File: config.mk
export PLATFORM = sky130hd
export DESIGN_NAME = ex_stage_top
export DESIGN_NICKNAME = d
export VERILOG_FILES = /design/src/design/ex_op_pkg.sv /design/src/design/ex_arch_pkg.sv /design/src/design/ex_stage_top.sv /design/src/design/ex_result_stage.sv /design/src/design/ex_mult_seq.sv /design/src/design/ex_alu.sv /design/src/design/ex_issue_reg.sv
export SDC_FILE = /design/constraint.sdc
export NUM_CORES = 1
export LEC_CHECK = 0
export BUFFER_PORTS_ARGS = -buffer_cell sky130_fd_sc_hd__buf_2
export CORE_ASPECT_RATIO = 0.8
export CORE_MARGIN = 3
export CORE_UTILIZATION = 55
export DETAILED_ROUTE_END_ITERATION = 10
export PLACE_DENSITY_LB_ADDON = 0.15
export SETUP_SLACK_MARGIN = 0.1
export SYNTH_ARGS = -nofsm -noshare
export SYNTH_HDL_FRONTEND = slang
export SYNTH_SLANG_ARGS = --single-unit
File: constraint.sdc
create_clock -name clk_i -period 9.7 [get_ports clk_i]
set_input_delay 1.94 -clock clk_i [delete_from_list [all_inputs] [get_ports clk_i]]
set_output_delay 1.94 -clock clk_i [all_outputs]
set_load 0.1 [all_outputs]
File: src/design/ex_op_pkg.sv
// Operation encodings and FSM states used inside the execute stage.
// Shared by the decoder-facing ports, the ALU and the multiplier.

package ex_op_pkg;

  ////////////////////////////////////////////////////////////////////////////
  // ALU operations
  ////////////////////////////////////////////////////////////////////////////

  typedef enum logic [3:0] {
    ALU_ADD  = 4'd0,
    ALU_SUB  = 4'd1,
    ALU_AND  = 4'd2,
    ALU_OR   = 4'd3,
    ALU_XOR  = 4'd4,
    ALU_SLL  = 4'd5,   // shifts take b[4:0]
    ALU_SRL  = 4'd6,
    ALU_SRA  = 4'd7,
    ALU_SLT  = 4'd8,
    ALU_SLTU = 4'd9,
    // branch comparisons, these drive the branch decision
    ALU_EQ   = 4'd10,
    ALU_NE   = 4'd11,
    ALU_LT   = 4'd12,
    ALU_GE   = 4'd13,
    ALU_LTU  = 4'd14,
    ALU_GEU  = 4'd15
  } alu_op_e;

  // which unit executes the issued operation
  typedef enum logic {
    UNIT_ALU = 1'b0,
    UNIT_MUL = 1'b1
  } exec_unit_e;

  typedef enum logic [1:0] {
    MUL_IDLE = 2'd0,
    MUL_ITER = 2'd1,  // one shift-add step per cycle
    MUL_DONE = 2'd2   // product ready for the result stage
  } mult_state_e;

endpackage

File: src/design/ex_arch_pkg.sv
// Architectural widths and word types for the RV32 execute stage.
// Import where operands, results or register addresses are handled.

package ex_arch_pkg;

  ////////////////////////////////////////////////////////////////////////////
  // data path width
  ////////////////////////////////////////////////////////////////////////////

  parameter int unsigned XLEN = 32;  // RV32 integer width

  // register-file address width, x0..x31
  parameter int unsigned RegAddrW = 5;

  ////////////////////////////////////////////////////////////////////////////
  // word types
  ////////////////////////////////////////////////////////////////////////////

  // one data word: operands, results and branch targets
  typedef logic [XLEN-1:0] word_t;

  typedef logic [RegAddrW-1:0] reg_addr_t;  // write-back destination

endpackage
File: src/design/ex_stage_top.sv
// Execute stage of the RV32 core: ID/EX register, ALU, sequential
// multiplier and the EX/MA result register.

module ex_stage_top #(
  parameter bit BranchTargetAlu = 1'b1
) (
  input  logic                   clk_i,
  input  logic                   rst_ni,

  input  logic                   issue_valid_i,
  input  ex_op_pkg::exec_unit_e  issue_unit_i,
  input  ex_op_pkg::alu_op_e     alu_op_i,
  input  ex_arch_pkg::word_t     operand_a_i,
  input  ex_arch_pkg::word_t     operand_b_i,
  input  ex_arch_pkg::word_t     bt_a_i,
  input  ex_arch_pkg::word_t     bt_b_i,
  input  ex_arch_pkg::reg_addr_t rf_waddr_i,
  input  logic                   rf_we_i,

  output logic                   busy_o,          // decoder must not issue
  output logic                   result_valid_o,
  output ex_arch_pkg::word_t     result_o,
  output ex_arch_pkg::reg_addr_t rf_waddr_o,
  output logic                   rf_we_o,
  output logic                   branch_decision_o,
  output ex_arch_pkg::word_t     branch_target_o
);

  import ex_arch_pkg::*;
  import ex_op_pkg::*;

  logic      alu_valid, mul_start;
  alu_op_e   ex_alu_op;
  word_t     ex_op_a, ex_op_b, ex_bt_a, ex_bt_b;
  reg_addr_t ex_rf_waddr;
  logic      ex_rf_we;

  word_t     alu_result, alu_branch_target;
  logic      alu_branch_decision;

  logic      mul_done;
  word_t     mul_product;
  reg_addr_t mul_rf_waddr;
  logic      mul_rf_we;

  ex_issue_reg ex_issue_reg_inst (
    .clk_i, .rst_ni, .issue_valid_i, .issue_unit_i, .alu_op_i,
    .operand_a_i, .operand_b_i, .bt_a_i, .bt_b_i, .rf_waddr_i, .rf_we_i,
    .mul_busy_i  (busy_o),
    .alu_valid_o (alu_valid),
    .mul_start_o (mul_start),
    .alu_op_o    (ex_alu_op),
    .operand_a_o (ex_op_a),
    .operand_b_o (ex_op_b),
    .bt_a_o      (ex_bt_a),
    .bt_b_o      (ex_bt_b),
    .rf_waddr_o  (ex_rf_waddr),
    .rf_we_o     (ex_rf_we)
  );

  ex_alu #(.BranchTargetAlu(BranchTargetAlu)) ex_alu_inst (
    .alu_op_i (ex_alu_op), .operand_a_i (ex_op_a), .operand_b_i (ex_op_b),
    .bt_a_i (ex_bt_a), .bt_b_i (ex_bt_b), .result_o (alu_result),
    .branch_decision_o (alu_branch_decision), .branch_target_o (alu_branch_target)
  );

  ex_mult_seq ex_mult_seq_inst (
    .clk_i, .rst_ni, .start_i (mul_start),
    .operand_a_i (ex_op_a), .operand_b_i (ex_op_b),
    .rf_waddr_i (ex_rf_waddr), .rf_we_i (ex_rf_we),
    .busy_o, .done_o (mul_done), .product_o (mul_product),
    .rf_waddr_o (mul_rf_waddr), .rf_we_o (mul_rf_we)
  );

  ex_result_stage ex_result_stage_inst (
    .clk_i, .rst_ni,
    .alu_valid_i (alu_valid), .alu_result_i (alu_result),
    .alu_branch_decision_i (alu_branch_decision), .alu_branch_target_i (alu_branch_target),
    .alu_rf_waddr_i (ex_rf_waddr), .alu_rf_we_i (ex_rf_we),
    .mul_done_i (mul_done), .mul_product_i (mul_product),
    .mul_rf_waddr_i (mul_rf_waddr), .mul_rf_we_i (mul_rf_we),
    .result_valid_o, .result_o, .rf_waddr_o, .rf_we_o,
    .branch_decision_o, .branch_target_o
  );

endmodule

File: src/design/ex_result_stage.sv
// EX/MA register. Takes the result of whichever unit finished this cycle.
// Idle cycles clear the valid, write enable and branch flags only.

module ex_result_stage (
  input  logic                   clk_i,
  input  logic                   rst_ni,

  // ALU side
  input  logic                   alu_valid_i,
  input  ex_arch_pkg::word_t     alu_result_i,
  input  logic                   alu_branch_decision_i,
  input  ex_arch_pkg::word_t     alu_branch_target_i,
  input  ex_arch_pkg::reg_addr_t alu_rf_waddr_i,
  input  logic                   alu_rf_we_i,

  // multiplier side
  input  logic                   mul_done_i,
  input  ex_arch_pkg::word_t     mul_product_i,
  input  ex_arch_pkg::reg_addr_t mul_rf_waddr_i,
  input  logic                   mul_rf_we_i,

  // to memory access
  output logic                   result_valid_o,
  output ex_arch_pkg::word_t     result_o,
  output ex_arch_pkg::reg_addr_t rf_waddr_o,
  output logic                   rf_we_o,
  output logic                   branch_decision_o,
  output ex_arch_pkg::word_t     branch_target_o
);

  ////////////////////////////////////////////////////////////////////////////
  // EX/MA register
  ////////////////////////////////////////////////////////////////////////////

  // busy gating upstream keeps the two strobes apart
  always_ff @(posedge clk_i or negedge rst_ni) begin
    if (!rst_ni) begin
      result_valid_o    <= 1'b0;
      result_o          <= '0;
      rf_waddr_o        <= '0;
      rf_we_o           <= 1'b0;
      branch_decision_o <= 1'b0;
      branch_target_o   <= '0;
    end else if (alu_valid_i) begin
      result_valid_o    <= 1'b1;
      result_o          <= alu_result_i;
      rf_waddr_o        <= alu_rf_waddr_i;
      rf_we_o           <= alu_rf_we_i;
      branch_decision_o <= alu_branch_decision_i;
      branch_target_o   <= alu_branch_target_i;
    end else if (mul_done_i) begin
      result_valid_o    <= 1'b1;
      result_o          <= mul_product_i;
      rf_waddr_o        <= mul_rf_waddr_i;
      rf_we_o           <= mul_rf_we_i;
      branch_decision_o <= 1'b0;  // a multiply never branches
      branch_target_o   <= '0;
    end else begin
      // bubble, data outputs keep their last value
      result_valid_o    <= 1'b0;
      rf_we_o           <= 1'b0;
      branch_decision_o <= 1'b0;
    end
  end

endmodule

File: src/design/ex_mult_seq.sv
// Iterative shift-add multiplier, low XLEN bits of an unsigned product.
// Loads on start_i, runs XLEN steps, then presents the product for one cycle.

module ex_mult_seq (
  input  logic                   clk_i,
  input  logic                   rst_ni,

  input  logic                   start_i,
  input  ex_arch_pkg::word_t     operand_a_i,
  input  ex_arch_pkg::word_t     operand_b_i,
  input  ex_arch_pkg::reg_addr_t rf_waddr_i,
  input  logic                   rf_we_i,

  output logic                   busy_o,
  output logic                   done_o,
  output ex_arch_pkg::word_t     product_o,
  output ex_arch_pkg::reg_addr_t rf_waddr_o,
  output logic                   rf_we_o
);

  import ex_arch_pkg::*;
  import ex_op_pkg::*;

  localparam int unsigned CntW = $clog2(XLEN);

  mult_state_e     state_q, state_d;
  logic [CntW-1:0] cnt_q;
  word_t           mcand_q;    // shifts left each step
  word_t           mplier_q;   // shifts right, low bit picks the add
  word_t           acc_q;
  logic            drain_q;    // result stage holds the product this cycle
  logic            last_step;

  assign last_step = (cnt_q == CntW'(XLEN - 1));

  ////////////////////////////////////////////////////////////////////////////
  // FSM
  ////////////////////////////////////////////////////////////////////////////

  always_comb begin
    state_d = state_q;
    unique case (state_q)
      MUL_IDLE: if (start_i) state_d = MUL_ITER;
      MUL_ITER: if (last_step) state_d = MUL_DONE;
      MUL_DONE: state_d = MUL_IDLE;  // one-cycle done strobe
      default:  state_d = MUL_IDLE;
    endcase
  end

  always_ff @(posedge clk_i or negedge rst_ni) begin
    if (!rst_ni) begin
      state_q <= MUL_IDLE;
      drain_q <= 1'b0;
    end else begin
      state_q <= state_d;
      drain_q <= (state_q == MUL_DONE);
    end
  end

  ////////////////////////////////////////////////////////////////////////////
  // datapath
  ////////////////////////////////////////////////////////////////////////////

  always_ff @(posedge clk_i or negedge rst_ni) begin
    if (!rst_ni) begin
      cnt_q      <= '0;
      mcand_q    <= '0;
      mplier_q   <= '0;
      acc_q      <= '0;
      rf_waddr_o <= '0;
      rf_we_o    <= 1'b0;
    end else if (state_q == MUL_IDLE && start_i) begin
      cnt_q      <= '0;
      mcand_q    <= operand_a_i;
      mplier_q   <= operand_b_i;
      acc_q      <= '0;
      rf_waddr_o <= rf_waddr_i;  // metadata rides along with the operation
      rf_we_o    <= rf_we_i;
    end else if (state_q == MUL_ITER) begin
      if (mplier_q[0]) begin
        acc_q <= acc_q + mcand_q;
      end
      mcand_q  <= mcand_q << 1;
      mplier_q <= mplier_q >> 1;
      cnt_q    <= cnt_q + 1'b1;
    end
  end

  assign done_o    = (state_q == MUL_DONE);
  assign product_o = acc_q;

  // pending start in ID/EX counts as busy too, so a second issue is dropped
  assign busy_o = start_i | (state_q != MUL_IDLE) | drain_q;

endmodule

File: src/design/ex_alu.sv
// Combinational integer ALU with branch comparison and branch target.
// BranchTargetAlu selects a dedicated target adder or reuse of a + b.

module ex_alu #(
  parameter bit BranchTargetAlu = 1'b0
) (
  input  ex_op_pkg::alu_op_e alu_op_i,
  input  ex_arch_pkg::word_t operand_a_i,
  input  ex_arch_pkg::word_t operand_b_i,
  input  ex_arch_pkg::word_t bt_a_i,   // only read with the target adder
  input  ex_arch_pkg::word_t bt_b_i,

  output ex_arch_pkg::word_t result_o,
  output logic               branch_decision_o,
  output ex_arch_pkg::word_t branch_target_o
);

  import ex_arch_pkg::*;
  import ex_op_pkg::*;

  word_t      add_res;
  word_t      sub_res;
  logic [4:0] shamt;
  logic       is_eq;
  logic       is_lt;    // signed
  logic       is_ltu;   // unsigned
  logic       cmp_res;
  logic       is_cmp;

  ////////////////////////////////////////////////////////////////////////////
  // shared arithmetic
  ////////////////////////////////////////////////////////////////////////////

  assign add_res = operand_a_i + operand_b_i;
  assign sub_res = operand_a_i - operand_b_i;
  assign shamt   = operand_b_i[4:0];

  assign is_eq  = (operand_a_i == operand_b_i);
  assign is_lt  = ($signed(operand_a_i) < $signed(operand_b_i));
  assign is_ltu = (operand_a_i < operand_b_i);

  // comparison outcome, also used by SLT/SLTU
  always_comb begin
    is_cmp  = 1'b1;
    cmp_res = 1'b0;
    unique case (alu_op_i)
      ALU_EQ:   cmp_res = is_eq;
      ALU_NE:   cmp_res = ~is_eq;
      ALU_LT:   cmp_res = is_lt;
      ALU_GE:   cmp_res = ~is_lt;
      ALU_LTU:  cmp_res = is_ltu;
      ALU_GEU:  cmp_res = ~is_ltu;
      ALU_SLT: begin
        is_cmp  = 1'b0;  // sets a register, no branch
        cmp_res = is_lt;
      end
      ALU_SLTU: begin
        is_cmp  = 1'b0;
        cmp_res = is_ltu;
      end
      default:  is_cmp = 1'b0;
    endcase
  end

  ////////////////////////////////////////////////////////////////////////////
  // result mux
  ////////////////////////////////////////////////////////////////////////////

  always_comb begin
    unique case (alu_op_i)
      ALU_ADD: result_o = add_res;
      ALU_SUB: result_o = sub_res;
      ALU_AND: result_o = operand_a_i & operand_b_i;
      ALU_OR:  result_o = operand_a_i | operand_b_i;
      ALU_XOR: result_o = operand_a_i ^ operand_b_i;
      ALU_SLL: result_o = operand_a_i << shamt;
      ALU_SRL: result_o = operand_a_i >> shamt;
      ALU_SRA: result_o = word_t'($signed(operand_a_i) >>> shamt);
      default: result_o = {{(XLEN-1){1'b0}}, cmp_res};  // slt and compares
    endcase
  end

  assign branch_decision_o = is_cmp & cmp_res;

  // branch target
  if (BranchTargetAlu) begin : g_bt_adder
    assign branch_target_o = bt_a_i + bt_b_i;  // separate adder, off the ALU path
  end else begin : g_bt_shared
    assign branch_target_o = add_res;
  end

endmodule

File: src/design/ex_issue_reg.sv
// ID/EX register. Captures an issued operation and steers it to one unit.
// Issues that arrive while the multiplier is busy are dropped here.

module ex_issue_reg (
  input  logic                   clk_i,
  input  logic                   rst_ni,

  // from decode
  input  logic                   issue_valid_i,
  input  ex_op_pkg::exec_unit_e  issue_unit_i,
  input  ex_op_pkg::alu_op_e     alu_op_i,
  input  ex_arch_pkg::word_t     operand_a_i,
  input  ex_arch_pkg::word_t     operand_b_i,
  input  ex_arch_pkg::word_t     bt_a_i,
  input  ex_arch_pkg::word_t     bt_b_i,
  input  ex_arch_pkg::reg_addr_t rf_waddr_i,
  input  logic                   rf_we_i,
  input  logic                   mul_busy_i,

  // to the execution units
  output logic                   alu_valid_o,
  output logic                   mul_start_o,
  output ex_op_pkg::alu_op_e     alu_op_o,
  output ex_arch_pkg::word_t     operand_a_o,
  output ex_arch_pkg::word_t     operand_b_o,
  output ex_arch_pkg::word_t     bt_a_o,
  output ex_arch_pkg::word_t     bt_b_o,
  output ex_arch_pkg::reg_addr_t rf_waddr_o,
  output logic                   rf_we_o
);

  import ex_op_pkg::*;

  logic       issue_accept;
  logic       valid_q;
  exec_unit_e unit_q;

  assign issue_accept = issue_valid_i & ~mul_busy_i;  // no back-pressure, just drop

  always_ff @(posedge clk_i or negedge rst_ni) begin
    if (!rst_ni) begin
      valid_q <= 1'b0;
    end else begin
      valid_q <= issue_accept;
    end
  end

  // fields only move on an accepted issue
  always_ff @(posedge clk_i or negedge rst_ni) begin
    if (!rst_ni) begin
      unit_q      <= UNIT_ALU;
      alu_op_o    <= ALU_ADD;
      operand_a_o <= '0;
      operand_b_o <= '0;
      bt_a_o      <= '0;
      bt_b_o      <= '0;
      rf_waddr_o  <= '0;
      rf_we_o     <= 1'b0;
    end else if (issue_accept) begin
      unit_q      <= issue_unit_i;
      alu_op_o    <= alu_op_i;
      operand_a_o <= operand_a_i;
      operand_b_o <= operand_b_i;
      bt_a_o      <= bt_a_i;
      bt_b_o      <= bt_b_i;
      rf_waddr_o  <= rf_waddr_i;
      rf_we_o     <= rf_we_i;
    end
  end

  // exactly one unit sees each operation
  assign alu_valid_o = valid_q & (unit_q == UNIT_ALU);
  assign mul_start_o = valid_q & (unit_q == UNIT_MUL);

endmodule

==> flow_summary.ini, run 1 <==
[grt]
grt_pass1_wl_mm = 143.8
grt_max_degree = 167
grtUsageMet3 = 0.1459
antenna_found_initial = 4
overflow = 0
grt.busiest_layer = met1
grt_use_met2 = 0.5880
grt_pass1_vias = 22867
grt_util_all_layers = 0.4184
met1_usage = 0.5929

[setup_path]
cp-end-kind = flop
arrival_ns = 5.12
crit_type = reg -> reg
r2r_start = ex_issue_reg_inst.operand_b_o[1]
critical_path_required_ns = 10.11
path_max_fanout = 62
r2r_end = ex_result_stage_inst.result_o[31]
rr_worst_depth = 16
ff2ff_setup_slack_ns = 5.00
critPathLaunchType = flop
crit_end = ex_result_stage_inst.result_o[31]
crit_start = ex_issue_reg_inst.operand_b_o[1]

[floorplanning]
initial_core_util = 0.5653
die_area_mm2 = 0.04496
rows = 66
core_mm2 = 0.04129
die_w_um = 236.3
ios = 215
die_height_um = 190.3

[clock_tree]
clk_latency_ns = 0.55
cts_sinks = 322
htree_levels = 2
post_cts_buffers = 0
root_buffer = clkbuf_16
cts_tree = yes
postCtsHoldBufs = 0
cts_made_buffers = 35
cts_resized = 0
clkTransAtPathRegs_ns = 0.06
ctsLongestPathBuffers = 3

[final_layout]
areaGrowthSynthToFinish_pct = 11.37
antenna_cells = 0
nNetsFinal = 3348
ff_latch_area_mm2 = 0.008061
drive_above_1_share = 0.1200
fillCellCount = 3527
multi_input_area_mm2 = 0.01419

[sta]
worstMarginPinSlew_ns = 1.144
worst_slew_margin_rel = 0.2359
setup_viol = 0
finalHoldViolations = 0
timing.setup.tns_ns = 0
fmax_mhz = 212.6
min_period_ns = 4.703
drv_slew = 0
clock_skew_ns = 0.02030
post-route-period-util = 0.4849
grt_setup_unrepaired = false

[outcome]
status = completed

[synthesis]
synth_nets = 3242
yosysMostFrequentCell = nand2_1
syn_inst = 2929
synth.top_cell.area_share = 0.3452
synth.area.top_cells = dfrtp_1 (35%), nand2_1 (11%), ha_1 (9.0%), o21ai_0 (6.0%), a21oi_1 (3.8%)
synth_warnings = 0
synthArstFlopShare = 1.000
synth-edff-count = 0
syn_area_mm2 = 0.02334
synth_ff_type = dfrtp_1
synth_cell_type_count = 81
synth_common_cells = nand2_1 (672), dfrtp_1 (322), o21ai_0 (278)
synth_area_per_cell_um2 = 7.969
synth_largest_area_cell = dfrtp_1
ys_seq_area_frac = 0.3452
ys_ff_latch = 322

[place]
place.port_buffers = 214
dpl.hpwl_mm = 71.47
gp_congestion = 1.065

[drt]
ant_nets = 0
drt-initial-drc-count = 3092
drc = 0
wire_per_inst_um = 26.81
vias_per_cell = 6.650
drtPass1Iterations = 6
vias = 23952
drt-total-wl_mm = 96.56

[run]
cap_viol_max_count = 0

[worst_hold_path]
worstHoldStart = ex_mult_seq_inst.mplier_q[11]
hp-class = reg -> reg
## placed cells by master, fill, tap and decap left out, types with 12 or more instances in the layout
| master | count |
|---|---|
| or3_1 | 16 |
| xor2_1 | 29 |
| buf_2 | 213 |
| nand2b_1 | 31 |
| mux4_2 | 12 |
| mux2i_1 | 78 |
| nor4_1 | 13 |
| nand2_1 | 671 |
| xnor2_1 | 51 |
| a221oi_1 | 18 |
| a31oi_1 | 34 |
| a22oi_1 | 78 |
| a21o_1 | 55 |
| buf_4 | 40 |
| nor2b_1 | 14 |
| ha_1 | 167 |
| o21a_1 | 17 |
| o21bai_1 | 25 |
| a21oi_1 | 175 |
| inv_1 | 114 |
| nand3_1 | 46 |
| o21ai_1 | 14 |
| nand4_1 | 13 |
| nor3_1 | 34 |
| nor2_1 | 175 |
| a211oi_1 | 36 |
| o31ai_1 | 13 |
| dfrtp_1 | 319 |
| o21ai_0 | 278 |
| o211ai_1 | 22 |
| clkbuf_16 | 36 |
## per-layer routing
| metal | vias up | routed length (um) |
|---|---|---|
| li1 | 10549 | - |
| met1 | 11700 | 40510 |
| met2 | 1482 | 39310 |
| met3 | 217 | 12790 |
| met4 | 4 | 3922 |
| met5 | - | 27 |
## through the flow
stage	hold WS (ns)	instances	util	area [um^2]	setup slack [ns]
6_report	0.4796	3602	0.6296	25990	4.997
5_1_grt	0.4936	3602	0.6296	25990	4.786
4_1_cts	0.4792	3602	0.6296	25990	5.203
3_5_place_dp	0.4635	3542	0.6005	24790	5.227
3_3_place_gp	0.4574	3542	0.6005	24790	5.294
2_1_floorplan	0.4448	2929	-	23340	5.628
## critical path, stage by stage, from the launching register on
cell	delay (ns)
dfrtp_1	0.35
buf_4	0.31
inv_2	0.10
buf_4	0.66
ha_1	0.41
nor2_1	0.14
nor2_1	0.08
o41ai_1	0.33
buf_4	0.20
a21oi_1	0.08
a211oi_1	0.45
o22ai_1	0.19
o21ai_1	0.43
a311o_1	0.32
a2111oi_0	0.12
a41oi_1	0.20
o221ai_1	0.13
## cell type report
type                    count  area share
multi-input cells        2301      0.5460
flip-flops and latches    322      0.3101
repair buffers            255     0.05391
clock buffers              44     0.03735
well taps                 544     0.02618
inverters                 120     0.01752
clock inverters            16    0.008905
## worst min path at each step
stage | endpoint | slack [ns] | cells after the start
2_1_floorplan | ex_mult_seq_inst.product_o[31] | 0.44 | 1
3_3_place_gp | ex_mult_seq_inst.rf_waddr_o[1] | 0.46 | 2
3_5_place_dp | ex_mult_seq_inst.mplier_q[24] | 0.46 | 2
4_1_cts | ex_mult_seq_inst.mplier_q[12] | 0.48 | 2
5_1_grt | ex_issue_reg_inst.bt_a_o[6] | 0.49 | 2
6_report | ex_mult_seq_inst.mplier_q[11] | 0.48 | 2
## cell families (layout without fill, tap and decap cells)
group                      after synthesis  in the layout  synth area share
muxes                                   97             97           0.04841
DFF                                    322            322            0.3452
xor gates and xnor gates                80             80           0.03002
AOI/OAI and AO/OA                      890            890            0.2439
and+or+nand+nor                       1063           1063            0.1899
buffers and inverters                  306            435           0.04958
adders and majority gates              171            171           0.09295
## registers in the layout (all words and copies together), names as in the netlist
register,count
ex_issue_reg_inst.operand_b_o,32
ex_result_stage_inst.result_valid_o,1
ex_issue_reg_inst.rf_waddr_o,5
ex_mult_seq_inst.product_o,32
ex_issue_reg_inst.rf_we_o,1
ex_mult_seq_inst.mplier_q,32
ex_result_stage_inst.branch_decision_o,1
ex_issue_reg_inst.valid_q,1
ex_result_stage_inst.branch_target_o,32
ex_mult_seq_inst.drain_q,1
ex_issue_reg_inst.bt_b_o,32
ex_issue_reg_inst.operand_a_o,32
ex_mult_seq_inst.state_q,2
ex_issue_reg_inst.alu_op_o,4
ex_result_stage_inst.rf_waddr_o,5
ex_mult_seq_inst.cnt_q,5
ex_mult_seq_inst.rf_waddr_o,5
ex_mult_seq_inst.mcand_q,32
ex_result_stage_inst.result_o,32
ex_result_stage_inst.rf_we_o,1
ex_mult_seq_inst.rf_we_o,1
ex_issue_reg_inst.unit_q,1
ex_issue_reg_inst.bt_a_o,32
Power of run 1 is not shown: default switching activity piles up to over one toggle a cycle in this logic, so the estimate is an artifact.
==> run 2: changes to the inputs <==
clock period = 3.95 ns   (was 9.7 ns; I/O delays follow)
==> run 2 against run 1 <==
  * Routed wire length grew 1.1%
  * Fmax grew 24%
  * Design area grew 2.6%
  * Global-route usage grew 0.34 points
  * Critical endpoint is now ex_result_stage_inst.branch_target_o[29]
  * Non-clock buffer count grew 81
  * Worst hold slack lost 0.22 ns
==> flow_summary.ini, run 2 (same netlist as run 1, synthesis figures left out) <==
[sta]
grt_setup_unrepaired = true
drv_slew = 0
timing.hold.ws_ns = 0.2625
clock_skew_ns = 0.01973
fmax_mhz = 263.2
post-route-period-util = 0.9618
setup_ws_ns = 0.1508
worstMarginPinSlew_ns = 0.9901
timing.setup.tns_ns = 0
setup_viol = 0
worst_slew_margin_rel = 0.3378
finalHoldViolations = 0
min_period_ns = 3.799

[grt]
overflow = 0
grt_util_all_layers = 0.4218
grt_pass1_wl_mm = 145.5
grt_max_degree = 104
antenna_found_initial = 5
grt_pass1_vias = 23285

[final_layout]
nNetsFinal = 3428
layout_common_cells = nand2_1 (671), dfrtp_1 (317), o21ai_0 (278), buf_2 (213), nor2_1 (175)
fillCellCount = 3445
final_common_cell = nand2_1
areaGrowthSynthToFinish_pct = 14.25
drive_above_1_share = 0.1455
fin_util = 0.6459

[setup_path]
critPathMaxStageDelay_ns = 0.53
cp-end-kind = flop
crit_chain = ha_1 > a21o_1 > a2111oi_1 > a221oi_1 > and2_1 > a221o_1 > a211oi_2 > or3_1 > a21boi_1 > o21a_1 > or4_1 > nand3_1
worst-path-buf-inv = 0
arrival_ns = 4.28
path_max_fanout = 6
critPathLaunchType = flop
cp_slowest_cell = a221o_1
crit_type = reg -> reg
critical_path.top_delay_family = compound AO/OA/AOI/OAI gates
ff2ff_setup_slack_ns = 0.15
critical_path_required_ns = 4.43

[clock_tree]
clkTransAtPathRegs_ns = 0.06
clk_latency_ns = 0.54
ctsLongestPathBuffers = 3
cts_sinks = 322
htree_levels = 2
cts_tree = yes
root_buffer = clkbuf_16
cts_made_buffers = 34

[place]
place.port_buffers = 214
gp_congestion = 1.059
dpl.hpwl_mm = 73.96
place_ws_ns = 0.2283

[drt]
drc = 0
wire_per_inst_um = 26.49
vias_per_cell = 6.625
drt-total-wl_mm = 97.60
drtPass1Iterations = 7
ant_nets = 0
vias = 24413
drt-initial-drc-count = 3864

[floorplanning]
initial_core_util = 0.5653
die_w_um = 236.3
core_mm2 = 0.04129
die_area_mm2 = 0.04496
rows = 66
ios = 215
die_height_um = 190.3

[worst_hold_path]
hp-class = in -> async

[run]
cap_viol_max_count = 0

[outcome]
status = completed
==> run 2: final timing paths <==
| kind | cells past startpoint | start | to |
|---|---|---|---|
| max reg2reg | 12 | ex_issue_reg_inst.bt_b_o[8] | ex_result_stage_inst.branch_target_o[29] |
| max in group asynchronous | 2 | rst_ni | ex_issue_reg_inst.bt_a_o[12] |
| min reg2reg | 2 | ex_mult_seq_inst.rf_waddr_o[0] | ex_mult_seq_inst.rf_waddr_o[0] |
| min | 1 | rst_ni | ex_mult_seq_inst.mplier_q[3] |
| min in group clk_i | 3 | bt_a_i[18] | ex_issue_reg_inst.bt_a_o[18] |
| max | 12 | ex_issue_reg_inst.bt_b_o[8] | ex_result_stage_inst.branch_target_o[29] |
==> run 2: area by class of cell <==
class                      count  area [um^2]  area share
inverter                     120        455.4     0.01708
clock inverter                19        205.2    0.007694
clock buffer                  42        962.2     0.03608
tap                          544        680.7     0.02552
timing repair buffer         336         2072     0.07770
multi-input combinational   2301        14230      0.5335
antenna                        1        2.502  0.00009383
sequential                   322         8064      0.3024
==> run 2: routing by layer <==
| layer | global-route usage | share of wire |
|---|---|---|
| met3 | 0.1364 | 0.14 |
| met1 | 0.6144 | 0.42 |
| met4 | 0.1258 | 0.036 |
| met5 | 0 | 0.00040 |
| met2 | 0.5971 | 0.41 |
==> run 2: worst register-to-register path, cell delays in order (launching register included) <==
cell	delay, ns
dfrtp_1	0.40
ha_1	0.36
a21o_1	0.21
a2111oi_1	0.45
a221oi_1	0.21
and2_1	0.23
a221o_1	0.53
a211oi_2	0.35
or3_1	0.19
a21boi_1	0.13
o21a_1	0.20
or4_1	0.39
nand3_1	0.09
==> run 2: repair_timing <==
| action | CTS | global route |
|---|---|---|
| resized for setup | 0 | 13 |
| setup buffers | 0 | 0 |
| hold buffers | 0 | 0 |
| endpoints found under the hold margin | 0 | 0 |
| endpoints found under the setup margin | 0 | 12 |
==> run 2: stage by stage <==
stage,std cells,cell area [um^2]
detailed placement,3623,25450
CTS,3684,26620
floorplan,2929,23340
global route,3684,26670
finish,3685,26670
global placement,3623,25450
Power of run 2 is left out for the same reason.
